## config.mk

```make
export PLATFORM = sky130hd
export DESIGN_NAME = decode_regread
export DESIGN_NICKNAME = d
export VERILOG_FILES = /design/src/verilog/rv_decode_pkg.sv /design/src/verilog/decode_regread.sv /design/src/verilog/reg_file.sv /design/src/verilog/uop_decoder.sv
export VERILOG_INCLUDE_DIRS = /design/src /design/src/include
export SDC_FILE = /design/constraint.sdc
export NUM_CORES = 2
export LEC_CHECK = 0
export BUFFER_PORTS_ARGS = -buffer_cell sky130_fd_sc_hd__buf_2
export CAP_MARGIN = 10
export CORE_MARGIN = 2
export CORE_UTILIZATION = 62
export CTS_CLUSTER_DIAMETER = 50
export DETAILED_ROUTE_END_ITERATION = 7
export PLACE_DENSITY = 0.81
export SLEW_MARGIN = 40
export SYNTH_ARGS = -nofsm -noshare
export SYNTH_HDL_FRONTEND = slang
export SYNTH_HIERARCHICAL = 1
export SYNTH_SLANG_ARGS = --single-unit
```

## constraint.sdc

```tcl
create_clock -name clk_i -period 5.6 [get_ports clk_i]
set_input_delay 0.84 -clock clk_i [delete_from_list [all_inputs] [get_ports clk_i]]
set_output_delay 0.84 -clock clk_i [all_outputs]
set_load 0.03 [all_outputs]
```

## src/include/decode_settings.svh

```systemverilog
// data width, register count and register address width of the decode stage
`ifndef DECODE_SETTINGS_SVH
`define DECODE_SETTINGS_SVH

// instruction and data word width
`define XLEN 32

// architectural registers, 16 gives an RV32E file
`define REG_COUNT 32

// register address field width in the instruction word
`define REG_ADDR_W 5

`endif
```

## src/verilog/rv_decode_pkg.sv

```systemverilog
// instruction format union, micro-operation enumeration and RV32 opcode constants
`default_nettype none

`include "decode_settings.svh"

package rv_decode_pkg;

    typedef struct packed {
        logic [6:0] funct7;
        logic [4:0] rs2;
        logic [4:0] rs1;
        logic [2:0] funct3;
        logic [4:0] rd;
        logic [6:0] opcode;
    } r_type_t;

    typedef struct packed {
        logic [11:0] imm;
        logic [4:0]  rs1;
        logic [2:0]  funct3;
        logic [4:0]  rd;
        logic [6:0]  opcode;
    } i_type_t;

    typedef struct packed {
        logic [6:0] imm_hi;
        logic [4:0] rs2;
        logic [4:0] rs1;
        logic [2:0] funct3;
        logic [4:0] imm_lo;
        logic [6:0] opcode;
    } s_type_t;

    // branch offset is scattered over the s-type immediate slots
    typedef struct packed {
        logic       imm12;
        logic [5:0] imm10_5;
        logic [4:0] rs2;
        logic [4:0] rs1;
        logic [2:0] funct3;
        logic [3:0] imm4_1;
        logic       imm11;
        logic [6:0] opcode;
    } b_type_t;

    typedef struct packed {
        logic [19:0] imm;
        logic [4:0]  rd;
        logic [6:0]  opcode;
    } u_type_t;

    typedef struct packed {
        logic       imm20;
        logic [9:0] imm10_1;
        logic       imm11;
        logic [7:0] imm19_12;
        logic [4:0] rd;
        logic [6:0] opcode;
    } j_type_t;

    // one instruction word, six ways to read it
    typedef union packed {
        r_type_t r_type;
        i_type_t i_type;
        s_type_t s_type;
        b_type_t b_type;
        u_type_t u_type;
        j_type_t j_type;
    } instr_fmt_u;

    typedef enum logic [5:0] {
        UOP_INVALID = 6'd0,
        UOP_LUI, UOP_AUIPC, UOP_JAL, UOP_JALR,
        UOP_BEQ, UOP_BNE, UOP_BLT, UOP_BGE, UOP_BLTU, UOP_BGEU,
        UOP_LB, UOP_LH, UOP_LW, UOP_LBU, UOP_LHU,
        UOP_SB, UOP_SH, UOP_SW,
        UOP_ADDI, UOP_SLTI, UOP_SLTIU, UOP_XORI, UOP_ORI, UOP_ANDI,
        UOP_SLLI, UOP_SRLI, UOP_SRAI,
        UOP_ADD, UOP_SUB, UOP_SLL, UOP_SLT, UOP_SLTU,
        UOP_XOR, UOP_SRL, UOP_SRA, UOP_OR, UOP_AND,
        UOP_FENCE, UOP_FENCE_I, UOP_ECALL, UOP_EBREAK,
        UOP_MUL, UOP_MULH, UOP_MULHSU, UOP_MULHU,
        UOP_DIV, UOP_DIVU, UOP_REM, UOP_REMU
    } uop_e;

    // major opcodes, low two bits are always 11 for 32-bit words
    localparam logic [6:0] OP_LUI    = 7'b0110111;
    localparam logic [6:0] OP_AUIPC  = 7'b0010111;
    localparam logic [6:0] OP_JAL    = 7'b1101111;
    localparam logic [6:0] OP_JALR   = 7'b1100111;
    localparam logic [6:0] OP_BRANCH = 7'b1100011;
    localparam logic [6:0] OP_LOAD   = 7'b0000011;
    localparam logic [6:0] OP_STORE  = 7'b0100011;
    localparam logic [6:0] OP_IMM    = 7'b0010011;
    localparam logic [6:0] OP_REG    = 7'b0110011;
    localparam logic [6:0] OP_FENCE  = 7'b0001111;
    localparam logic [6:0] OP_SYSTEM = 7'b1110011;

endpackage

`default_nettype wire

```

## src/verilog/decode_regread.sv

```systemverilog
// decode and register-read stage, decoder and register file wired together
`timescale 1ns/1ps
`default_nettype none

`include "decode_settings.svh"

module decode_regread
    import rv_decode_pkg::*;
(
    input  wire logic                   clk_i,
    input  wire logic                   rst_i,

    input  wire logic [`XLEN-1:0]       instr_i,
    input  wire logic                   instr_valid_i,
    input  wire logic                   compressed_i,

    // write-back from a later stage
    input  wire logic [`REG_ADDR_W-1:0] wb_addr_i,
    input  wire logic [`XLEN-1:0]       wb_data_i,
    input  wire logic                   wb_we_i,

    output uop_e                        uop_o,
    output logic [`REG_ADDR_W-1:0]      rd_addr_o,
    output logic [`XLEN-1:0]            rs1_data_o,
    output logic [`XLEN-1:0]            rs2_data_o,
    output logic [`XLEN-1:0]            imm_i_o,
    output logic [`XLEN-1:0]            imm_s_o,
    output logic [`XLEN-1:0]            imm_b_o,
    output logic [`XLEN-1:0]            imm_u_o,
    output logic [`XLEN-1:0]            imm_j_o,
    output logic                        compressed_o
);

    instr_fmt_u               instr_w;
    logic [`REG_ADDR_W-1:0]   rs1_addr_w;
    logic [`REG_ADDR_W-1:0]   rs2_addr_w;

    assign instr_w = instr_fmt_u'(instr_i);

    uop_decoder u_decoder (
        .clk_i         (clk_i),
        .rst_i         (rst_i),
        .instr_i       (instr_w),
        .instr_valid_i (instr_valid_i),
        .compressed_i  (compressed_i),
        .rs1_addr_o    (rs1_addr_w),
        .rs2_addr_o    (rs2_addr_w),
        .uop_o         (uop_o),
        .rd_addr_o     (rd_addr_o),
        .imm_i_o       (imm_i_o),
        .imm_s_o       (imm_s_o),
        .imm_b_o       (imm_b_o),
        .imm_u_o       (imm_u_o),
        .imm_j_o       (imm_j_o),
        .compressed_o  (compressed_o)
    );

    // reads start on the same edge the decoder registers its result
    reg_file #(
        .NUM_REGS (`REG_COUNT)
    ) u_reg_file (
        .clk_i      (clk_i),
        .rst_i      (rst_i),
        .rd1_addr_i (rs1_addr_w),
        .rd2_addr_i (rs2_addr_w),
        .rd1_data_o (rs1_data_o),
        .rd2_data_o (rs2_data_o),
        .wr_addr_i  (wb_addr_i),
        .wr_data_i  (wb_data_i),
        .wr_en_i    (wb_we_i)
    );

endmodule

`default_nettype wire

```

## src/verilog/reg_file.sv

```systemverilog
// register file with two synchronous read ports, one write port and write-through
`timescale 1ns/1ps
`default_nettype none

`include "decode_settings.svh"

module reg_file #(
    parameter int NUM_REGS = `REG_COUNT
) (
    input  wire logic                   clk_i,
    input  wire logic                   rst_i,

    input  wire logic [`REG_ADDR_W-1:0] rd1_addr_i,
    input  wire logic [`REG_ADDR_W-1:0] rd2_addr_i,
    output logic [`XLEN-1:0]            rd1_data_o,
    output logic [`XLEN-1:0]            rd2_data_o,

    input  wire logic [`REG_ADDR_W-1:0] wr_addr_i,
    input  wire logic [`XLEN-1:0]       wr_data_i,
    input  wire logic                   wr_en_i
);

    // x0 has no storage
    logic [`XLEN-1:0] regs_q [1:NUM_REGS-1];
    logic             wr_hit;

    assign wr_hit = wr_en_i && (wr_addr_i != '0) && (wr_addr_i < NUM_REGS);

    // value a read port captures this edge, the pending write wins
    function automatic logic [`XLEN-1:0] read_port(input logic [`REG_ADDR_W-1:0] addr);
        if (addr == '0 || addr >= NUM_REGS) begin
            return '0;
        end else if (wr_hit && wr_addr_i == addr) begin
            return wr_data_i;
        end
        return regs_q[addr];
    endfunction

    always_ff @(posedge clk_i) begin
        if (rst_i) begin
            rd1_data_o <= '0;
            rd2_data_o <= '0;
            for (int i = 1; i < NUM_REGS; i++) begin
                regs_q[i] <= '0;
            end
        end else begin
            if (wr_hit) begin
                regs_q[wr_addr_i] <= wr_data_i;
            end
            rd1_data_o <= read_port(rd1_addr_i);
            rd2_data_o <= read_port(rd2_addr_i);
        end
    end

    assert property (@(posedge clk_i) disable iff (rst_i)
        rd1_addr_i == '0 |=> rd1_data_o == '0);
    assert property (@(posedge clk_i) disable iff (rst_i)
        rd2_addr_i == '0 |=> rd2_data_o == '0);

    // write-back must never name a register an RV32E file lacks
    assert property (@(posedge clk_i) disable iff (rst_i)
        wr_en_i |-> wr_addr_i < NUM_REGS);

endmodule

`default_nettype wire

```

## src/verilog/uop_decoder.sv

```systemverilog
// instruction decoder producing registered micro-operation, destination and immediates
`timescale 1ns/1ps
`default_nettype none

`include "decode_settings.svh"

module uop_decoder
    import rv_decode_pkg::*;
(
    input  wire logic                   clk_i,
    input  wire logic                   rst_i,

    input  wire instr_fmt_u             instr_i,
    input  wire logic                   instr_valid_i,
    input  wire logic                   compressed_i,

    // source addresses go straight to the register file read ports
    output logic [`REG_ADDR_W-1:0]      rs1_addr_o,
    output logic [`REG_ADDR_W-1:0]      rs2_addr_o,

    output uop_e                        uop_o,
    output logic [`REG_ADDR_W-1:0]      rd_addr_o,
    output logic [`XLEN-1:0]            imm_i_o,
    output logic [`XLEN-1:0]            imm_s_o,
    output logic [`XLEN-1:0]            imm_b_o,
    output logic [`XLEN-1:0]            imm_u_o,
    output logic [`XLEN-1:0]            imm_j_o,
    output logic                        compressed_o
);

    logic [16:0]        key;
    logic               sys_zero;
    uop_e               uop_d;
    logic [`XLEN-1:0]   imm_i_d;
    logic [`XLEN-1:0]   imm_s_d;
    logic [`XLEN-1:0]   imm_b_d;
    logic [`XLEN-1:0]   imm_u_d;
    logic [`XLEN-1:0]   imm_j_d;

    assign rs1_addr_o = instr_i.r_type.rs1;
    assign rs2_addr_o = instr_i.r_type.rs2;

    // funct7, funct3 and opcode are enough to tell everything apart except the system group
    assign key = {instr_i.r_type.funct7, instr_i.r_type.funct3, instr_i.r_type.opcode};

    // ecall and ebreak need rs1 and rd zero
    assign sys_zero = (instr_i.r_type.rs1 == 5'd0) && (instr_i.r_type.rd == 5'd0);

    // immediates, sign taken from bit 31 in every format
    assign imm_i_d = {{(`XLEN-12){instr_i.i_type.imm[11]}}, instr_i.i_type.imm};
    assign imm_s_d = {{(`XLEN-12){instr_i.s_type.imm_hi[6]}},
                      instr_i.s_type.imm_hi, instr_i.s_type.imm_lo};
    assign imm_b_d = {{(`XLEN-13){instr_i.b_type.imm12}}, instr_i.b_type.imm12,
                      instr_i.b_type.imm11, instr_i.b_type.imm10_5,
                      instr_i.b_type.imm4_1, 1'b0};
    assign imm_u_d = {instr_i.u_type.imm, 12'b0};
    assign imm_j_d = {{(`XLEN-21){instr_i.j_type.imm20}}, instr_i.j_type.imm20,
                      instr_i.j_type.imm19_12, instr_i.j_type.imm11,
                      instr_i.j_type.imm10_1, 1'b0};

    // most specific patterns first, wildcards last
    always_comb begin
        uop_d = UOP_INVALID;
        casez (key)
            // register-register, base and M extension
            {7'b0000000, 3'b000, OP_REG}: uop_d = UOP_ADD;
            {7'b0100000, 3'b000, OP_REG}: uop_d = UOP_SUB;
            {7'b0000000, 3'b001, OP_REG}: uop_d = UOP_SLL;
            {7'b0000000, 3'b010, OP_REG}: uop_d = UOP_SLT;
            {7'b0000000, 3'b011, OP_REG}: uop_d = UOP_SLTU;
            {7'b0000000, 3'b100, OP_REG}: uop_d = UOP_XOR;
            {7'b0000000, 3'b101, OP_REG}: uop_d = UOP_SRL;
            {7'b0100000, 3'b101, OP_REG}: uop_d = UOP_SRA;
            {7'b0000000, 3'b110, OP_REG}: uop_d = UOP_OR;
            {7'b0000000, 3'b111, OP_REG}: uop_d = UOP_AND;
            {7'b0000001, 3'b000, OP_REG}: uop_d = UOP_MUL;
            {7'b0000001, 3'b001, OP_REG}: uop_d = UOP_MULH;
            {7'b0000001, 3'b010, OP_REG}: uop_d = UOP_MULHSU;
            {7'b0000001, 3'b011, OP_REG}: uop_d = UOP_MULHU;
            {7'b0000001, 3'b100, OP_REG}: uop_d = UOP_DIV;
            {7'b0000001, 3'b101, OP_REG}: uop_d = UOP_DIVU;
            {7'b0000001, 3'b110, OP_REG}: uop_d = UOP_REM;
            {7'b0000001, 3'b111, OP_REG}: uop_d = UOP_REMU;

            // shifts by immediate, shamt[5] set is illegal on rv32
            {7'b0000000, 3'b001, OP_IMM}: uop_d = UOP_SLLI;
            {7'b0000000, 3'b101, OP_IMM}: uop_d = UOP_SRLI;
            {7'b0100000, 3'b101, OP_IMM}: uop_d = UOP_SRAI;

            {7'b0000000, 3'b000, OP_SYSTEM}: begin
                if (sys_zero && instr_i.r_type.rs2 == 5'd0) begin
                    uop_d = UOP_ECALL;
                end else if (sys_zero && instr_i.r_type.rs2 == 5'd1) begin
                    uop_d = UOP_EBREAK;
                end
            end

            // register-immediate
            {7'b???????, 3'b000, OP_IMM}: uop_d = UOP_ADDI;
            {7'b???????, 3'b010, OP_IMM}: uop_d = UOP_SLTI;
            {7'b???????, 3'b011, OP_IMM}: uop_d = UOP_SLTIU;
            {7'b???????, 3'b100, OP_IMM}: uop_d = UOP_XORI;
            {7'b???????, 3'b110, OP_IMM}: uop_d = UOP_ORI;
            {7'b???????, 3'b111, OP_IMM}: uop_d = UOP_ANDI;

            {7'b???????, 3'b000, OP_LOAD}: uop_d = UOP_LB;
            {7'b???????, 3'b001, OP_LOAD}: uop_d = UOP_LH;
            {7'b???????, 3'b010, OP_LOAD}: uop_d = UOP_LW;
            {7'b???????, 3'b100, OP_LOAD}: uop_d = UOP_LBU;
            {7'b???????, 3'b101, OP_LOAD}: uop_d = UOP_LHU;

            {7'b???????, 3'b000, OP_STORE}: uop_d = UOP_SB;
            {7'b???????, 3'b001, OP_STORE}: uop_d = UOP_SH;
            {7'b???????, 3'b010, OP_STORE}: uop_d = UOP_SW;

            {7'b???????, 3'b000, OP_BRANCH}: uop_d = UOP_BEQ;
            {7'b???????, 3'b001, OP_BRANCH}: uop_d = UOP_BNE;
            {7'b???????, 3'b100, OP_BRANCH}: uop_d = UOP_BLT;
            {7'b???????, 3'b101, OP_BRANCH}: uop_d = UOP_BGE;
            {7'b???????, 3'b110, OP_BRANCH}: uop_d = UOP_BLTU;
            {7'b???????, 3'b111, OP_BRANCH}: uop_d = UOP_BGEU;

            // fence fields other than funct3 are hints, ignored here
            {7'b???????, 3'b000, OP_FENCE}: uop_d = UOP_FENCE;
            {7'b???????, 3'b001, OP_FENCE}: uop_d = UOP_FENCE_I;

            {7'b???????, 3'b000, OP_JALR}: uop_d = UOP_JALR;

            // u and j formats have no funct fields at all
            {7'b???????, 3'b???, OP_JAL}:   uop_d = UOP_JAL;
            {7'b???????, 3'b???, OP_LUI}:   uop_d = UOP_LUI;
            {7'b???????, 3'b???, OP_AUIPC}: uop_d = UOP_AUIPC;

            default: uop_d = UOP_INVALID;
        endcase

        if (!instr_valid_i) begin
            uop_d = UOP_INVALID;
        end
    end

    always_ff @(posedge clk_i) begin
        if (rst_i) begin
            uop_o        <= UOP_INVALID;
            rd_addr_o    <= '0;
            imm_i_o      <= '0;
            imm_s_o      <= '0;
            imm_b_o      <= '0;
            imm_u_o      <= '0;
            imm_j_o      <= '0;
            compressed_o <= 1'b0;
        end else begin
            uop_o        <= uop_d;
            rd_addr_o    <= instr_i.r_type.rd;
            imm_i_o      <= imm_i_d;
            imm_s_o      <= imm_s_d;
            imm_b_o      <= imm_b_d;
            imm_u_o      <= imm_u_d;
            imm_j_o      <= imm_j_d;
            compressed_o <= compressed_i;
        end
    end

    // a bubble never turns into a real operation downstream
    assert property (@(posedge clk_i) disable iff (rst_i)
        !instr_valid_i |=> uop_o == UOP_INVALID);

endmodule

`default_nettype wire

```

==> run_results.csv <==
group,metric,value,unit
status,status,"complete, no violations",
routing,detail-route-antenna-nets,0,
sta,report.final.setup_viol,0,
logic_synthesis,synth_cell_types,71,
sta,period_minus_slack,3720,ps
routing,drt_wl_total,199,mm
floorplanning,die_w,313,um
floorplanning,die_area,98300,sq um
power_and_ir_drop,p_switching,5.48,mW
sta,clock.fmax,269,MHz
logic_synthesis,netlist_area,59400,sq um
worst_setup_path,worst-path-max-fanout,19,
worst_setup_path,reg2reg_to,"u_reg_file/rd1_data_o[0]",
sta,fin_tns_setup,0,ps
power_and_ir_drop,sw_frac_of_total,0.259,
routing,wl_per_cell,35.5,um
run,drv_cap,0,
layout,final_util,0.702,
cts,root_buffer,"clkbuf_16",
placed_design,portBuffers,295,
cts,cts_hold_buf,0,
min_path,min_from,"instr_i[11]",
floorplanning,core.rowCount,113,
floorplanning,die_y,313,um
layout,fin_cells,5602,
cts,cts_resized,0,
global_route,grt_max_degree,98,
worst_setup_path,required,5970,ps
placed_design,place_ws,1410,ps
min_path,holdPathEnd,"u_decoder/imm_s_o[4]",
sta,final_hold_viol_count,0,
cts,cts_max_level,4,
logic_synthesis,synth_xor_area_frac,0.00177,
floorplanning,core_area,95000,sq um
global_route,antenna_found_initial,20,
power_and_ir_drop,p_per_area,318,nW/um^2
power_and_ir_drop,pwr-share-clk,0.409,
worst_setup_path,worst-r2r-cell-count,3,
worst_setup_path,crit_type,"input port to flip-flop",
logic_synthesis,synth_compound_area_frac,0.0581,
logic_synthesis,ys_seq_area_frac,0.550,
layout,area_delta_synth_final,12.4,%
logic_synthesis,yosys.area_share.simple,0.134,
logic_synthesis,muxShareOfSynthArea,0.205,
routing,drc,0,
power_and_ir_drop,comb_power_share,0.123,
sta,rsz0062_at_grt,"no",
power_and_ir_drop,intPower,15.7,mW
cts,numCtsBuffers,133,
global_route,grt-ovfl-total,0,
global_route,grt_pass1_vias,40033,
power_and_ir_drop,p_leak,24.2,nW
placed_design,dp_hpwl,120,mm
logic_synthesis,syn_area_per_cell,14.3,sq um
routing,viasPerCell,7.44,
floorplanning,initial_core_util,0.625,
logic_synthesis,synth_edf_count,1024,
layout,fin_nets,4297,
sta,clock_skew,34.2,ps
logic_synthesis,async_reset_ff_frac,0,
routing,dr.pass1.iters,7,
cts,clk_pin_slew,50,ps
logic_synthesis,ys_ff_latch,1120,
worst_setup_path,cp-start-kind,"input port",
layout,drive_gt1_frac,0.272,
cts,clock_sinks,1120,
power_and_ir_drop,power_frac_seq,0.468,
logic_synthesis,ys.flop_type,"edfxtp_1",
sta,fin_crit_sh,0.665,
sta,fin_ws,1880,ps
worst_setup_path,critPathArrivalTime,4090,ps
min_path,hold_class,"input port to flip-flop",
logic_synthesis,ys_warn_count,6,
min_path,holdPathStages,2,
routing,dr.first_iter.drc_count,8095,
worst_setup_path,worstSetupEndpointType,"flip-flop",
placed_design,place_congestion,0.945,
cts,cts_setup_buffers,0,
floorplanning,pin_count,310,
cts,clk_latency,770,ps
worst_setup_path,reg2reg_slack,3460,ps
sta,worst_slew_pin_slew,1060,ps
cts,tritoncts,"yes",
global_route,grt_pass1_wl,278,mm
sta,slew_viol_final,0,
logic_synthesis,synthCells,4165,
global_route,grt_use_total,0.400,
routing,vias,41688,
logic_synthesis,synth_fa_ha_area_frac,0,
worst_setup_path,r2r-start,"u_reg_file/regs_q[7][0]",
power_and_ir_drop,peakVddDrop,0.302,mV
sta,relSlewSlack,0.272,
logic_synthesis,synth_top_family_by_area,"multiplexers",
placed_design,dp.cells,5347,
cts,clockBufferDepth,3,
[layout by cell type, fill, tap and decap left out, types with 28 or more instances in the layout]
master / count
nand3_1: 28
dfxtp_1: 96
a221o_1: 37
a22oi_1: 109
buf_4: 112
and2_1: 1015
edfxtp_1: 1024
nor2b_1: 37
nor2_4: 34
nand2_1: 28
clkbuf_16: 137
conb_1: 46
a21oi_1: 69
clkbuf_1: 31
mux2i_1: 262
mux4_2: 423
buf_2: 287
nor3_1: 38
o21ai_4: 31
a221oi_1: 62
[power by group through the flow]
stage               Combinational (mW)  Clock [mW]  Sequential [mW]
floorplan                         1.61           0             10.1
global placement                  2.43           0             10.0
detailed placement                2.50           0             10.0
CTS                               2.52        8.66             9.89
global route                      2.67        8.98             9.94
finish                            2.62        8.66             9.92
[cell families (layout without fill, tap and decap cells)]
logic type / count (synthesis) / in the layout
AND/OR/NAND/NOR: 1299 / 1299
flip-flops: 1120 / 1120
multiplexers: 685 / 685
buffers and inverters: 588 / 708
AO/OA/AOI/OAI: 459 / 459
XOR/XNOR: 12 / 12
other: 2 / 54
[cell type report]
type                       instances  area [sq um]
multi-input combinational       2501         24600
antenna                            8          20.0
sequential                      1120         32700
inverter                           8          30.0
tap                             1265          1580
clock inverter                    66           709
fill                            5954         28300
timing repair buffer             459          3520
clock buffer                     175          3630
[stage by stage]
step                power, mW  hold WS, ps  instance area, sq um
floorplan                11.7          773                 59500
global placement         12.4          802                 61300
detailed placement       12.6          822                 62200
CTS                      21.1          306                 66600
global route             21.6          325                 66700
finish                   21.2          333                 66700
[cells in the mapped netlist (37+ instances only)]
cell         n  share of area
clkbuf_1   311          0.020
mux4_2     423           0.16
and2_1    1017           0.11
nor2b_1     45         0.0047
nor3_1      40         0.0034
a221o_1     37         0.0062
a22oi_1    109          0.014
buf_2       67         0.0056
mux2i_1    262          0.044
a21oi_1     69         0.0058
edfxtp_1  1024           0.52
a221oi_1    62         0.0091
buf_4      170          0.021
o21ai_0     44         0.0037
nor2_1      53         0.0034
dfxtp_1     96          0.032
[worst max-delay path by stage]
stage	startpoint	endpoint	depth (start not counted)	slack (ps)
final	wb_we_i	u_reg_file/regs_q[10][13]	7	1880
after global routing	wb_we_i	u_reg_file/regs_q[10][13]	7	1900
after CTS	wb_we_i	u_reg_file/regs_q[10][11]	7	2140
after detailed placement	wb_we_i	u_reg_file/regs_q[10][2]	7	1410
after global placement	wb_addr_i[2]	u_reg_file/regs_q[20][1]	5	1300
after floorplan	wb_addr_i[2]	u_reg_file/regs_q[4][0]	4	1090
[critical path: stages]
cell,delay [ps]
buf_2,90
inv_1,140
nor2_1,490
nand3b_1,710
buf_4,450
o21ai_4,760
buf_4,580
[routing by layer]
metal	track usage	share of wire	vias to the layer above
met1	0.504	0.31	20309
met3	0.142	0.17	977
met2	0.599	0.44	4512
met4	0.242	0.072	12
li1	-	-	15878
met5	0	0.00051	-
[state kept, by name, summed over array words and instances, names as in the netlist]
name / count
u_decoder/imm_u_o: 8
u_decoder/imm_i_o: 12
u_decoder/imm_s_o: 1
u_decoder/rd_addr_o: 4
u_reg_file/regs_q: 1024
u_reg_file/rd1_data_o: 32
u_decoder/uop_o: 6
u_decoder/compressed_o: 1
u_reg_file/rd2_data_o: 32
Note: power is estimated with default switching activity, not from simulation.
